File: config.mk
export PLATFORM = sky130hd
export DESIGN_NAME = scsiDmac
export DESIGN_NICKNAME = d
export VERILOG_FILES = /design/src/dmacBusPkg.sv /design/src/dmacRegPkg.sv /design/src/busMasterSm.sv /design/src/dmaFifo.sv /design/src/dmacRegs.sv /design/src/scsiDmac.sv /design/src/scsiPortSm.sv
export SDC_FILE = /design/constraint.sdc
export NUM_CORES = 1
export LEC_CHECK = 0
export ABC_CLOCK_PERIOD_IN_PS = 4100
export BUFFER_PORTS_ARGS = -buffer_cell sky130_fd_sc_hd__buf_2
export CORE_MARGIN = 3
export CORE_UTILIZATION = 52
export CTS_CLUSTER_DIAMETER = 120
export DETAILED_ROUTE_END_ITERATION = 16
export GPL_TIMING_DRIVEN = 0
export HOLD_SLACK_MARGIN = 0.12
export PLACE_DENSITY = 0.84
export SLEW_MARGIN = 20
export SYNTH_ARGS = -nofsm -noshare
export SYNTH_HDL_FRONTEND = slang
export SYNTH_SLANG_ARGS = --single-unit
File: constraint.sdc
create_clock -name nSCLK -period 4.1 [get_ports nSCLK]
set_clock_uncertainty 0.05 [all_clocks]
set_input_delay 0.41 -clock nSCLK [delete_from_list [all_inputs] [get_ports nSCLK]]
set_output_delay 0.41 -clock nSCLK [all_outputs]
set_load 0.02 [all_outputs]
File: src/dmacBusPkg.sv
////////////////////////////////////////////////////////////////////////////
// Bus request structs and FSM state encodings for the SCSI DMA controller
////////////////////////////////////////////////////////////////////////////
`default_nettype none

package dmacBusPkg;

    // CPU register access request
    typedef struct packed {
        logic        sel;      // Single-cycle strobe
        logic        write;
        logic [4:0]  addr;
        logic [31:0] wdata;
    } cpuReq_t;

    // Memory bus cycle driven while bus master
    typedef struct packed {
        logic        strobe;
        logic        write;
        logic [29:0] addr;     // Longword address
        logic [31:0] wdata;
    } memReq_t;

    // Active high peripheral port strobes
    typedef struct packed {
        logic cs;
        logic ior;
        logic iow;
        logic dack;
    } pdCtrl_t;

    typedef enum logic [1:0] {
        SC_IDLE,
        SC_REGCYC,
        SC_DMACYC,
        SC_DONE
    } scsiState_t;

    typedef enum logic [1:0] {
        BM_IDLE,
        BM_REQ,
        BM_XFER,
        BM_NEXT
    } masterState_t;

endpackage

`default_nettype wire

File: src/dmacRegPkg.sv
////////////////////////////////////////////////////////////////////////////
// SCSI DMA controller register map, control bits and FIFO sizing
////////////////////////////////////////////////////////////////////////////
`default_nettype none

package dmacRegPkg;

    // Longword register addresses
    localparam logic [4:0] ADDR_CTRL   = 5'd0;
    localparam logic [4:0] ADDR_STATUS = 5'd1;
    localparam logic [4:0] ADDR_MADDR  = 5'd2;
    localparam logic [4:0] ADDR_COUNT  = 5'd3;
    localparam logic [4:0] ADDR_SCSI   = 5'd4;    // Byte window onto the SCSI chip

    // Control register with dmaEna in bit 0
    typedef struct packed {
        logic intEna;
        logic dmaDir;    // 1 for memory to peripheral
        logic dmaEna;
    } dmaCtrl_t;

    // Status word bit positions
    localparam int STAT_EMPTY   = 0;
    localparam int STAT_FULL    = 1;
    localparam int STAT_DONE    = 2;    // Write 1 to clear
    localparam int STAT_SCSIINT = 3;

    localparam int FIFO_DEPTH = 4;    // Longwords
    localparam int FIFO_AW    = $clog2(FIFO_DEPTH);

endpackage

`default_nettype wire

File: src/busMasterSm.sv
////////////////////////////////////////////////////////////////////////////
// Memory bus master moving one longword per bus tenure
////////////////////////////////////////////////////////////////////////////
`default_nettype none
`timescale 1ns/100ps

module busMasterSm
    import dmacRegPkg::*, dmacBusPkg::*;
(
    input  wire           nSCLK,
    input  wire           nAS_,
    input  wire dmaCtrl_t ctrl_i,
    input  wire           wordsLeft_i,
    input  wire           fifoEmpty_i,
    input  wire           fifoFull_i,
    input  wire  [29:0]   maddr_i,
    input  wire  [31:0]   fifoWord_i,
    input  wire  [31:0]   memRdata_i,
    input  wire           memAck_i,
    input  wire           busGrant_i,
    output logic          busReq_o,
    output logic          own_o,
    output memReq_t       mem_o,
    output logic [31:0]   rdWord_o,
    output logic          wordPush_o,
    output logic          wordPop_o,
    output logic          wordDone_o
);

    masterState_t state;
    logic         wantBus;

    // dmaDir set means memory feeds the FIFO
    assign wantBus = ctrl_i.dmaEna && wordsLeft_i &&
                     (ctrl_i.dmaDir ? !fifoFull_i : !fifoEmpty_i);

    always_ff @(posedge nSCLK or negedge nAS_) begin
        if (!nAS_) begin
            state <= BM_IDLE;
        end else begin
            case (state)
                BM_IDLE: if (wantBus) state <= BM_REQ;
                BM_REQ:  if (busGrant_i) state <= BM_XFER;
                BM_XFER: if (memAck_i) state <= BM_NEXT;
                default: state <= BM_IDLE;    // Counters settle in BM_NEXT
            endcase
        end
    end

    always_ff @(posedge nSCLK) begin
        if (state == BM_XFER && memAck_i)
            rdWord_o <= memRdata_i;    // Pushed on the following cycle
    end

    assign busReq_o = (state == BM_REQ);
    assign own_o    = (state == BM_XFER);

    always_comb begin
        mem_o.strobe = own_o;
        mem_o.write  = own_o && !ctrl_i.dmaDir;
        mem_o.addr   = maddr_i;
        mem_o.wdata  = fifoWord_i;
    end

    assign wordPush_o = (state == BM_NEXT) && ctrl_i.dmaDir;
    assign wordPop_o  = (state == BM_NEXT) && !ctrl_i.dmaDir;
    assign wordDone_o = (state == BM_NEXT);

endmodule

`default_nettype wire

File: src/dmaFifo.sv
////////////////////////////////////////////////////////////////////////////
// Longword FIFO that packs and unpacks bytes on the peripheral side
////////////////////////////////////////////////////////////////////////////
`default_nettype none
`timescale 1ns/100ps

module dmaFifo
    import dmacRegPkg::*;
(
    input  wire         nSCLK,
    input  wire         nAS_,
    input  wire         flush_i,
    input  wire  [7:0]  byteIn_i,
    input  wire         bytePush_i,
    input  wire         bytePop_i,
    output logic [7:0]  byteOut_o,
    input  wire  [31:0] wordIn_i,
    input  wire         wordPush_i,
    input  wire         wordPop_i,
    output logic [31:0] wordOut_o,
    output logic        empty_o,
    output logic        full_o
);

    logic [31:0]        mem [FIFO_DEPTH];
    logic [FIFO_AW:0]   wrPtr;    // Top bit tells full from empty
    logic [FIFO_AW:0]   rdPtr;
    logic [FIFO_AW-1:0] wrIdx;
    logic [FIFO_AW-1:0] rdIdx;
    logic [1:0]         byteOff;    // Byte 0 sits in bits 7:0

    assign wrIdx = wrPtr[FIFO_AW-1:0];
    assign rdIdx = rdPtr[FIFO_AW-1:0];

    assign empty_o = (wrPtr == rdPtr);
    assign full_o  = (wrIdx == rdIdx) && (wrPtr[FIFO_AW] != rdPtr[FIFO_AW]);

    assign wordOut_o = mem[rdIdx];
    assign byteOut_o = wordOut_o[{byteOff, 3'b000} +: 8];

    always_ff @(posedge nSCLK or negedge nAS_) begin
        if (!nAS_) begin
            wrPtr   <= '0;
            rdPtr   <= '0;
            byteOff <= '0;
        end else if (flush_i) begin
            wrPtr   <= '0;
            rdPtr   <= '0;
            byteOff <= '0;
        end else begin
            // Fourth byte completes the word
            if (wordPush_i || (bytePush_i && byteOff == 2'd3))
                wrPtr <= wrPtr + 1'b1;
            if (wordPop_i || (bytePop_i && byteOff == 2'd3))
                rdPtr <= rdPtr + 1'b1;
            if (bytePush_i || bytePop_i)
                byteOff <= byteOff + 2'd1;
        end
    end

    // Bytes fill the open word one lane at a time
    always_ff @(posedge nSCLK) begin
        if (wordPush_i)
            mem[wrIdx] <= wordIn_i;
        else if (bytePush_i)
            mem[wrIdx][{byteOff, 3'b000} +: 8] <= byteIn_i;
    end

endmodule

`default_nettype wire

File: src/dmacRegs.sv
////////////////////////////////////////////////////////////////////////////
// CPU register file with address and count counters and interrupt logic
////////////////////////////////////////////////////////////////////////////
`default_nettype none
`timescale 1ns/100ps

module dmacRegs
    import dmacRegPkg::*, dmacBusPkg::*;
(
    input  wire cpuReq_t cpu_i,
    input  wire          nSCLK,
    input  wire          nAS_,
    output logic         regAck_o,
    output logic [31:0]  rdata_o,
    output dmaCtrl_t     ctrl_o,
    output logic [29:0]  maddr_o,
    output logic         wordsLeft_o,
    input  wire          wordDone_i,
    input  wire          fifoEmpty_i,
    input  wire          fifoFull_i,
    input  wire          scsiInt_i,
    input  wire  [7:0]   scsiRdByte_i,
    input  wire          scsiCycDone_i,
    output logic         int_o
);

    logic [31:0] count;
    logic [31:0] statusWord;
    logic        done;
    logic        lastWord;    // Final word went through last cycle
    logic        regHit;
    logic        regWr;

    // Window accesses are acked later, when the port cycle ends
    assign regHit = cpu_i.sel && (cpu_i.addr != ADDR_SCSI);
    assign regWr  = regHit && cpu_i.write;

    always_ff @(posedge nSCLK or negedge nAS_) begin
        if (!nAS_) begin
            ctrl_o   <= '0;
            maddr_o  <= '0;
            count    <= '0;
            done     <= 1'b0;
            lastWord <= 1'b0;
            regAck_o <= 1'b0;
        end else begin
            regAck_o <= regHit || scsiCycDone_i;
            lastWord <= wordDone_i && (count == 32'd1);
            if (regWr && cpu_i.addr == ADDR_CTRL)
                ctrl_o <= cpu_i.wdata[$bits(dmaCtrl_t)-1:0];
            if (regWr && cpu_i.addr == ADDR_MADDR)
                maddr_o <= cpu_i.wdata[31:2];
            else if (wordDone_i)
                maddr_o <= maddr_o + 30'd1;    // Next longword
            if (regWr && cpu_i.addr == ADDR_COUNT)
                count <= cpu_i.wdata;
            else if (wordDone_i && wordsLeft_o)
                count <= count - 32'd1;
            if (lastWord)
                done <= 1'b1;
            else if (regWr && cpu_i.addr == ADDR_STATUS && cpu_i.wdata[STAT_DONE])
                done <= 1'b0;
        end
    end

    always_comb begin
        statusWord               = '0;
        statusWord[STAT_EMPTY]   = fifoEmpty_i;
        statusWord[STAT_FULL]    = fifoFull_i;
        statusWord[STAT_DONE]    = done;
        statusWord[STAT_SCSIINT] = scsiInt_i;
    end

    // Read data lines up with the ack pulse
    always_ff @(posedge nSCLK) begin
        if (scsiCycDone_i) begin
            rdata_o <= {24'd0, scsiRdByte_i};    // Byte from the SCSI chip
        end else if (regHit) begin
            case (cpu_i.addr)
                ADDR_CTRL:   rdata_o <= 32'(ctrl_o);
                ADDR_STATUS: rdata_o <= statusWord;
                ADDR_MADDR:  rdata_o <= {maddr_o, 2'b00};
                ADDR_COUNT:  rdata_o <= count;
                default:     rdata_o <= '0;
            endcase
        end
    end

    assign wordsLeft_o = (count != '0);
    assign int_o       = ctrl_o.intEna && (done || scsiInt_i);

endmodule

`default_nettype wire

File: src/scsiDmac.sv
////////////////////////////////////////////////////////////////////////////
// SCSI DMA controller top joining registers, FIFO and both FSMs
////////////////////////////////////////////////////////////////////////////
`default_nettype none
`timescale 1ns/100ps

module scsiDmac
    import dmacRegPkg::*, dmacBusPkg::*;
(
    input  wire          nSCLK,
    input  wire          nAS_,
    // CPU register port
    input  wire cpuReq_t cpu_i,
    output logic [31:0]  cpuRdata_o,
    output logic         cpuAck_o,
    // Memory side
    output memReq_t      mem_o,
    input  wire  [31:0]  memRdata_i,
    input  wire          memAck_i,
    output logic         busReq_o,
    input  wire          busGrant_i,
    output logic         own_o,
    // Peripheral port
    output pdCtrl_t      pd_o,
    output logic [7:0]   pdWdata_o,
    input  wire  [7:0]   pdRdata_i,
    input  wire          dreq_i,
    input  wire          scsiInt_i,
    output logic         int_o
);

    dmaCtrl_t    dmaCtrl;
    dmaCtrl_t    newCtrl;
    logic [29:0] maddr;
    logic        wordsLeft;
    logic        wordDone;
    logic        fifoEmpty;
    logic        fifoFull;
    logic        fifoFlush;
    logic        bytePush;
    logic        bytePop;
    logic        wordPush;
    logic        wordPop;
    logic        cycDone;
    logic [7:0]  fifoByte;
    logic [7:0]  rdByte;
    logic [31:0] fifoWord;
    logic [31:0] rdWord;

    // Starting a new DMA empties the FIFO
    assign newCtrl   = cpu_i.wdata[$bits(dmaCtrl_t)-1:0];
    assign fifoFlush = cpu_i.sel && cpu_i.write && (cpu_i.addr == ADDR_CTRL) &&
                       newCtrl.dmaEna && !dmaCtrl.dmaEna;

    dmacRegs uRegs (
        .nSCLK         (nSCLK),
        .nAS_          (nAS_),
        .cpu_i         (cpu_i),
        .regAck_o      (cpuAck_o),
        .rdata_o       (cpuRdata_o),
        .ctrl_o        (dmaCtrl),
        .maddr_o       (maddr),
        .wordsLeft_o   (wordsLeft),
        .wordDone_i    (wordDone),
        .fifoEmpty_i   (fifoEmpty),
        .fifoFull_i    (fifoFull),
        .scsiInt_i     (scsiInt_i),
        .scsiRdByte_i  (rdByte),
        .scsiCycDone_i (cycDone),
        .int_o         (int_o)
    );

    dmaFifo uFifo (
        .nSCLK      (nSCLK),
        .nAS_       (nAS_),
        .flush_i    (fifoFlush),
        .byteIn_i   (rdByte),
        .bytePush_i (bytePush),
        .bytePop_i  (bytePop),
        .byteOut_o  (fifoByte),
        .wordIn_i   (rdWord),
        .wordPush_i (wordPush),
        .wordPop_i  (wordPop),
        .wordOut_o  (fifoWord),
        .empty_o    (fifoEmpty),
        .full_o     (fifoFull)
    );

    scsiPortSm uScsiSm (
        .nSCLK       (nSCLK),
        .nAS_        (nAS_),
        .cpu_i       (cpu_i),
        .ctrl_i      (dmaCtrl),
        .dreq_i      (dreq_i),
        .fifoEmpty_i (fifoEmpty),
        .fifoFull_i  (fifoFull),
        .fifoByte_i  (fifoByte),
        .pdRdata_i   (pdRdata_i),
        .pd_o        (pd_o),
        .pdWdata_o   (pdWdata_o),
        .bytePush_o  (bytePush),
        .bytePop_o   (bytePop),
        .rdByte_o    (rdByte),
        .cycDone_o   (cycDone)
    );

    busMasterSm uBusSm (
        .nSCLK       (nSCLK),
        .nAS_        (nAS_),
        .ctrl_i      (dmaCtrl),
        .wordsLeft_i (wordsLeft),
        .fifoEmpty_i (fifoEmpty),
        .fifoFull_i  (fifoFull),
        .maddr_i     (maddr),
        .fifoWord_i  (fifoWord),
        .memRdata_i  (memRdata_i),
        .memAck_i    (memAck_i),
        .busGrant_i  (busGrant_i),
        .busReq_o    (busReq_o),
        .own_o       (own_o),
        .mem_o       (mem_o),
        .rdWord_o    (rdWord),
        .wordPush_o  (wordPush),
        .wordPop_o   (wordPop),
        .wordDone_o  (wordDone)
    );

endmodule

`default_nettype wire

File: src/scsiPortSm.sv
////////////////////////////////////////////////////////////////////////////
// Peripheral port FSM for register window cycles and DMA byte cycles
////////////////////////////////////////////////////////////////////////////
`default_nettype none
`timescale 1ns/100ps

module scsiPortSm
    import dmacRegPkg::*, dmacBusPkg::*;
(
    input  wire           nSCLK,
    input  wire           nAS_,
    input  wire cpuReq_t  cpu_i,
    input  wire dmaCtrl_t ctrl_i,
    input  wire           dreq_i,
    input  wire           fifoEmpty_i,
    input  wire           fifoFull_i,
    input  wire  [7:0]    fifoByte_i,
    input  wire  [7:0]    pdRdata_i,
    output pdCtrl_t       pd_o,
    output logic [7:0]    pdWdata_o,
    output logic          bytePush_o,
    output logic          bytePop_o,
    output logic [7:0]    rdByte_o,
    output logic          cycDone_o
);

    scsiState_t state;
    logic [1:0] strobeCnt;
    logic       lastStrobe;
    logic       strobeOn;
    logic       isReg;       // Current cycle is a window access
    logic       isWrite;
    logic       winHit;
    logic       winPend;     // Window access waiting for the port
    logic       winWrite;
    logic [7:0] winData;
    logic       dmaGo;

    assign winHit     = cpu_i.sel && (cpu_i.addr == ADDR_SCSI);
    assign lastStrobe = (strobeCnt == 2'd2);

    // No writes from an empty FIFO, no reads into a full one
    assign dmaGo = ctrl_i.dmaEna && dreq_i &&
                   (ctrl_i.dmaDir ? !fifoEmpty_i : !fifoFull_i);

    always_ff @(posedge nSCLK or negedge nAS_) begin
        if (!nAS_)
            winPend <= 1'b0;
        else if (winHit)
            winPend <= 1'b1;
        else if (state == SC_IDLE)
            winPend <= 1'b0;    // Taken up by the idle state
    end

    always_ff @(posedge nSCLK) begin
        if (winHit) begin
            winWrite <= cpu_i.write;
            winData  <= cpu_i.wdata[7:0];
        end
    end

    always_ff @(posedge nSCLK or negedge nAS_) begin
        if (!nAS_) begin
            state     <= SC_IDLE;
            strobeCnt <= '0;
            isReg     <= 1'b0;
            isWrite   <= 1'b0;
        end else begin
            case (state)
                SC_IDLE: begin
                    strobeCnt <= '0;
                    if (winPend) begin    // Window wins over DMA
                        state   <= SC_REGCYC;
                        isReg   <= 1'b1;
                        isWrite <= winWrite;
                    end else if (dmaGo) begin
                        state   <= SC_DMACYC;
                        isReg   <= 1'b0;
                        isWrite <= ctrl_i.dmaDir;
                    end
                end
                SC_REGCYC, SC_DMACYC: begin
                    strobeCnt <= strobeCnt + 2'd1;
                    if (lastStrobe)
                        state <= SC_DONE;
                end
                default: state <= SC_IDLE;
            endcase
        end
    end

    // Write byte held for the whole strobe, read byte taken on its last cycle
    always_ff @(posedge nSCLK) begin
        if (state == SC_IDLE)
            pdWdata_o <= winPend ? winData : fifoByte_i;
        if ((state == SC_REGCYC || state == SC_DMACYC) && lastStrobe)
            rdByte_o <= pdRdata_i;
    end

    // Window cycles keep the strobe through the done state
    assign strobeOn = (state == SC_REGCYC) || (state == SC_DMACYC) ||
                      (state == SC_DONE && isReg);

    always_comb begin
        pd_o.cs   = strobeOn && isReg;
        pd_o.dack = strobeOn && !isReg;
        pd_o.ior  = strobeOn && !isWrite;
        pd_o.iow  = strobeOn && isWrite;
    end

    assign bytePush_o = (state == SC_DONE) && !isReg && !isWrite;
    assign bytePop_o  = (state == SC_DONE) && !isReg && isWrite;
    assign cycDone_o  = (state == SC_DONE) && isReg;

endmodule

`default_nettype wire

After elaboration in Yosys (flattened, before gate mapping):

Memory sizes are Yosys's and may differ from the RTL's.
Index checks and enable logic that the tools add are counted.

* shift-type cells: 3
* add/subtract/negate cells: 7
* multiplexer cells: 70
* reductions and logical operators: 66
* eq/ne operators: 22
* bitwise operators: 32

Operator list (number)
* case mux 32 bit (4 select lines): 1
* two-way mux 32 bit: 3
* two-way mux 30 bit: 2
* two-way mux 1 bit: 46
* logical AND 1 bit: 35
* == test 32 x 1 -> 1 bit, second input constant: 1
* OR 1 bit: 32
* nonzero test 32 bit: 1
* variable shift 8 x 7 -> 32 bit, first input constant: 1
* indexed part select 32 x 6 -> 8 bit: 1
* indexed part select 8 x 7 -> 32 bit: 1
* subtractor 32 x 1 -> 32 bit, second input constant: 1
* adder 30 x 1 -> 30 bit, second input constant: 1
* two-way mux 8 bit: 3
* nonzero test 2 bit: 10
* two-way mux 2 bit: 8
* == test 2 bit, second input constant: 6
* two-way mux 3 bit: 4
* == test 5 x 2 -> 1 bit, second input constant: 2
* case mux 2 bit (2 select lines): 2
* logical OR 1 bit: 7
* negation 5 -> 7 bit: 1
* adder 3 x 1 -> 3 bit, second input constant: 2
* logical NOT 1 bit: 6
* 17 further kinds: 23

* bits in writable memories: 128
* memories kept: 1
* bits of input ports: 85
* flip-flop bits (word level): 174
* word-level logic and storage cells: 225

Memory list
* uFifo.mem: words 4, bits a word 32, read ports 1, clocked after Yosys merged registers in 0, wr ports 1, line dmaFifo.sv:25 `logic [31:0] mem [FIFO_DEPTH];`

Logic depth before layout (Yosys ltp):

* depth after elaboration: 8
* mapped depth: 9
* depth with buffers taken out: 7

By module:

A second synthesis with hierarchy kept.

* cell total of the unflattened synthesis: 1124
* area, all modules: 14313.7 um^2

Modules (own cells, without submodules)
* dmaFifo: instances 1, area an instance 5973.2 um^2, cells each 322, sequential area each 4043.9 um^2
* dmacRegs: instances 1, area an instance 5342.6 um^2, cells each 596, sequential area each 2422.3 um^2
* busMasterSm: instances 1, area an instance 1659.1 um^2, cells each 116, sequential area each 1011.0 um^2
* scsiPortSm: instances 1, area an instance 1308.8 um^2, cells each 87, sequential area each 925.9 um^2
* scsiDmac: instances 1, area an instance 30.0 um^2, cells each 3, sequential area each 0.0 um^2

Least setup slack after synthesis:

OpenSTA, ideal clock, no wires.

* path kind: flip-flop to flip-flop
* start point: register uBusSm.state[0]
* end point: memory uFifo.mem[0][0] (enable)
* arrival time: 1956 ps
* stages on the path, launching flop included: 8
* path slack: 1720 ps
* setup time: 373 ps
* path through: dfrtp_1 ha_1 buf_4 and2_0 clkbuf_1 nor3_2 a21oi_1 nor2b_1

* word-level cells in the longest chain between the ends: 5
* elaborated cells on any way between the ends: 7
* classes of those cells: eq/ne: 1; mux: 4; bitwise: 1; reduce/logical: 1

RTL lines
* from (decl): line busMasterSm.sv:30 `masterState_t state;`
* from (signal assigned): line busMasterSm.sv:39 `state <= BM_IDLE;`
* from (signal assigned): line busMasterSm.sv:42 `BM_IDLE: if (wantBus) state <= BM_REQ;`
* from (signal assigned): line busMasterSm.sv:43 `BM_REQ: if (busGrant_i) state <= BM_XFER;`
* == test 2 bit *: line busMasterSm.sv:65 `assign wordPush_o = (state == BM_NEXT) && ctrl_i.dmaDir;`
* logical AND 1 bit *: line busMasterSm.sv:65
* two-way mux 1 bit: line dmaFifo.sv:63 `if (wordPush_i)`
* two-way mux 1 bit (implied by the code) / two-way mux 32 bit (equally long branches): line dmaFifo.sv:64, dmaFifo.sv:66
* OR 1 bit (no line) *
* to (decl): line dmaFifo.sv:25

Mark *: on every way between the ends. The rest lies on a longest branch, timed or not.

Worst setup path in the final report:

* start point: register uFifo.byteOff[1]
* end point: memory uFifo.mem[1][13], data pin

* word-level cells in the longest chain between the ends: 4
* elaborated cells on any way between the ends: 5
* classes of those cells: add/sub: 1; shift: 2; mux: 2

RTL lines
* from (decl): line dmaFifo.sv:30 `logic [1:0] byteOff;`
* from (signal assigned): line dmaFifo.sv:57 `byteOff <= byteOff + 2'd1;`
* negation 5 -> 7 bit *: line dmaFifo.sv:66 `mem[wrIdx][{byteOff, 3'b000} +: 8] <= byteIn_i;`
* variable shift 8 x 7 -> 32 bit: line dmaFifo.sv:66
* two-way mux 32 bit (implied by the code): line dmaFifo.sv:66
* two-way mux 1 bit (no line) *

Marked as above.

==> results.ini <==
[global_route]
first_global_vias=11000
grt-ovfl-total=0
grt_util_all_layers_pct=29.0
grt_pass1_wl_um=63500
grt_max_degree=45
antenna_found_initial=1

[timing]
hold_violations=0
drv_slew=0
tns_ns=0
fmax_ghz=0.290
rsz0062_at_grt=false
timing.hold.ws_ns=0.181
relSlewSlack_pct=28.4
timing.final.crit_share_pct=84.1
setup_viol=0
worst_pin_slew_ns=1.07
period_minus_slack_ns=3.45

[synthesis]
synth_seq_cells=302
synth-simple-area-share_pct=15.5
syn_nets=1243
synth_fa_ha_area_share_pct=1.91
synth_cells=1137
synthMuxAreaShare_pct=7.55
synthesis.area_sq_mm=0.0138
synth_edf_count=193
yosysTopAreaCell=edfxtp_1
async_flop_share_pct=28.1
synth.area.top_cells=edfxtp_1, dfrtp_1, mux4_2, nand2_1, o21ai_0
seq_area_frac_synth_pct=60.9
synth_xor_area_share_pct=2.54
ys_warn_count=0
synth-compound-area-share_pct=9.09
synth_cell_types=62
syn_avg_cell_area_sq_um=12.1
synth_top_area_share_pct=42.0
ys.flop_type=edfxtp_1
synth_top_family_by_area=simple AND/OR/NAND/NOR gates

[floorplanning]
dieHeight_um=169
rows=58
coreArea_sq_mm=0.0256
io_pins=197
die_area_sq_mm=0.0285
start_util_pct=53.8
die_w_um=169

[final_layout]
nets=1547
multiInputGateArea_sq_mm=0.00504
final_common_cell=buf_2
layout.cells.most_common_list=buf_2, nand2_1, edfxtp_1
synthToLayoutAreaGrowth_pct=23.6
final_layout_size_suffix_gt1_share_pct=23.3
fillerInstances=1761
seq_area_sq_mm=0.00840

[worst_setup_path]
critPathLaunchType=flip-flop
critPathSlowestCell=nor3b_1
critPathMaxStageDelay_ns=0.83
worstPathCellList=clkinv_1, ha_1, nor3b_1, nand2_1, o21ai_0
worstPathArrival_ns=3.67
path_buf_inv=1
required_ns=4.32
cpLargestDelayFamily=simple AND/OR/NAND/NOR gates
crit_type=reg -> reg
cp_max_fo=9
end_kind=flip-flop

[routing]
vias_per_cell=6.20
first_pass_iters=6
routedWlPerCell_um=23.3
routed_wl_um=41800
first_iter_violations=1536
drc_errors=0
via_count=11100
antenna_left=0

[clocking]
cts_sinks=302
cts_buffers=31
cts_buffer_depth=3
clockRootBuffer=clkbuf_16
cts_tree=yes
postCtsResizedCells=0
cts_max_level=1
cts.clk_slew.worst_paths_ns=0.06
clock_latency_ns=0.58

[run_status]
status=finished clean

[placement]
dp_hpwl_um=29000
gp_congestion=0.944
io_buffers=194

[power_and_ir_drop]
p_leak_nw=6.37
ir_drop_mv=0.527
power.density_mw_per_mm2=617

[job]
drv_cap=0

[worst_hold_path]
hold_class=in -> reg

## flip-flops by register name, indices dropped and copies added, names as in the netlist, 2 cells and up
| register | flops |
|---|---|
| uBusSm.rdWord_o | 32 |
| uBusSm.state | 2 |
| uFifo.byteOff | 2 |
| uFifo.mem | 128 |
| uFifo.rdPtr | 3 |
| uFifo.wrPtr | 3 |
| uRegs.count | 32 |
| uRegs.ctrl_o | 3 |
| uRegs.maddr_o | 30 |
| uRegs.rdata_o | 32 |
| uScsiSm.pdWdata_o | 8 |
| uScsiSm.rdByte_o | 8 |
| uScsiSm.state | 2 |
| uScsiSm.strobeCnt | 2 |
| uScsiSm.winData | 8 |
## power by group
| part | switching [mW] | internal, mW | total (mW) | leakage, nW |
|---|---|---|---|---|
| Clock | 1.26 | 1.68 | 2.94 | 0.513 |
| Combinational | 2.12 | 1.30 | 3.42 | 2.88 |
| Sequential | 0.419 | 3.73 | 4.15 | 2.98 |
## cell usage after synthesis (9+ instances only)
master    count
nor2_1       60
clkbuf_1     35
nor2b_1      19
dfrtp_1      85
a31oi_1      17
or3_1        13
dfxtp_1      24
o21ai_0     106
nand2_1     200
ha_1         21
buf_2        14
xnor2_1      31
inv_1        28
a22oi_1      29
xor2_1        9
nor4_1       10
a21oi_1      12
nand3_1      32
nand4_1      14
edfxtp_1    193
mux4_2       41
nor3_1       14
## metal layers
metal / vias up / track usage, % / wire length [um]
met4: 2 / 10.7 / 1730
met5: - / 0 / 20
met2: 797 / 46.8 / 19700
li1: 4826 / - / -
met1: 5382 / 39.1 / 15300
met3: 133 / 6.24 / 5100
## worst register-to-register path: cells and delay by family, from the launching register on
family / cells / cell delay [ns]
compound gates: 1 / 0.59
fa+ha+maj: 1 / 0.53
simple gates: 2 / 0.95
buf+inv: 1 / 0.46
flops: 1 / 0.56
## final cells by class
cell class | instances | area share (%)
repair buffers | 271 | 10.4
diodes | 2 | 0.0294
clock buffers | 33 | 4.65
multi-input cells | 750 | 29.6
clock inverters | 25 | 1.59
inverters | 29 | 0.639
plain buffers | 56 | 1.41
flip-flops and latches | 302 | 49.3
well taps | 330 | 2.42
## path summary, 6_finish.rpt
kind / start / to / slack [ns] / cells past startpoint
min in group asynchronous: nAS_ / uRegs.maddr_o[19] / 0.33 / 2
min: memAck_i / uBusSm.rdWord_o[27] / 0.18 / 2
max in group asynchronous: nAS_ / uRegs.count[28] / 3.03 / 3
min reg2reg: uRegs.rdata_o[11] / uRegs.rdata_o[11] / 0.40 / 2
max: uFifo.byteOff[1] / uFifo.mem[1][13] / 0.65 / 5
max reg2reg: uFifo.byteOff[1] / uFifo.mem[1][13] / 0.65 / 5
## logic make-up (layout without fill, tap and decap cells)
kind of cell	count (synthesis)	count (layout)
xor gates and xnor gates	40	40
and+or+nand+nor	430	430
other	0	2
adders and majority gates	21	21
buffers and inverters	85	414
muxes	52	52
DFF	302	302
AOI/OAI and AO/OA	207	207
## what timing repair did
item | 4_1_cts | 5_1_grt
hold buffers | 75 | 0
setup buffers | 0 | 0
endpoints found under the hold margin | 150 | 0
## per-stage QoR
step	total power [mW]	worst slack [ns]	instance area, sq um	instances	utilization (%)
after floorplan	6.26	1.72	13800	1137	-
after detailed placement	7.47	0.911	15200	1663	59.4
after global routing	10.9	0.497	17000	1796	66.5
final	10.5	0.650	17000	1798	66.5
after global placement	7.32	0.994	15200	1661	59.2
after CTS	10.4	0.841	17000	1796	66.5
Power figures use the tool's default switching activity.
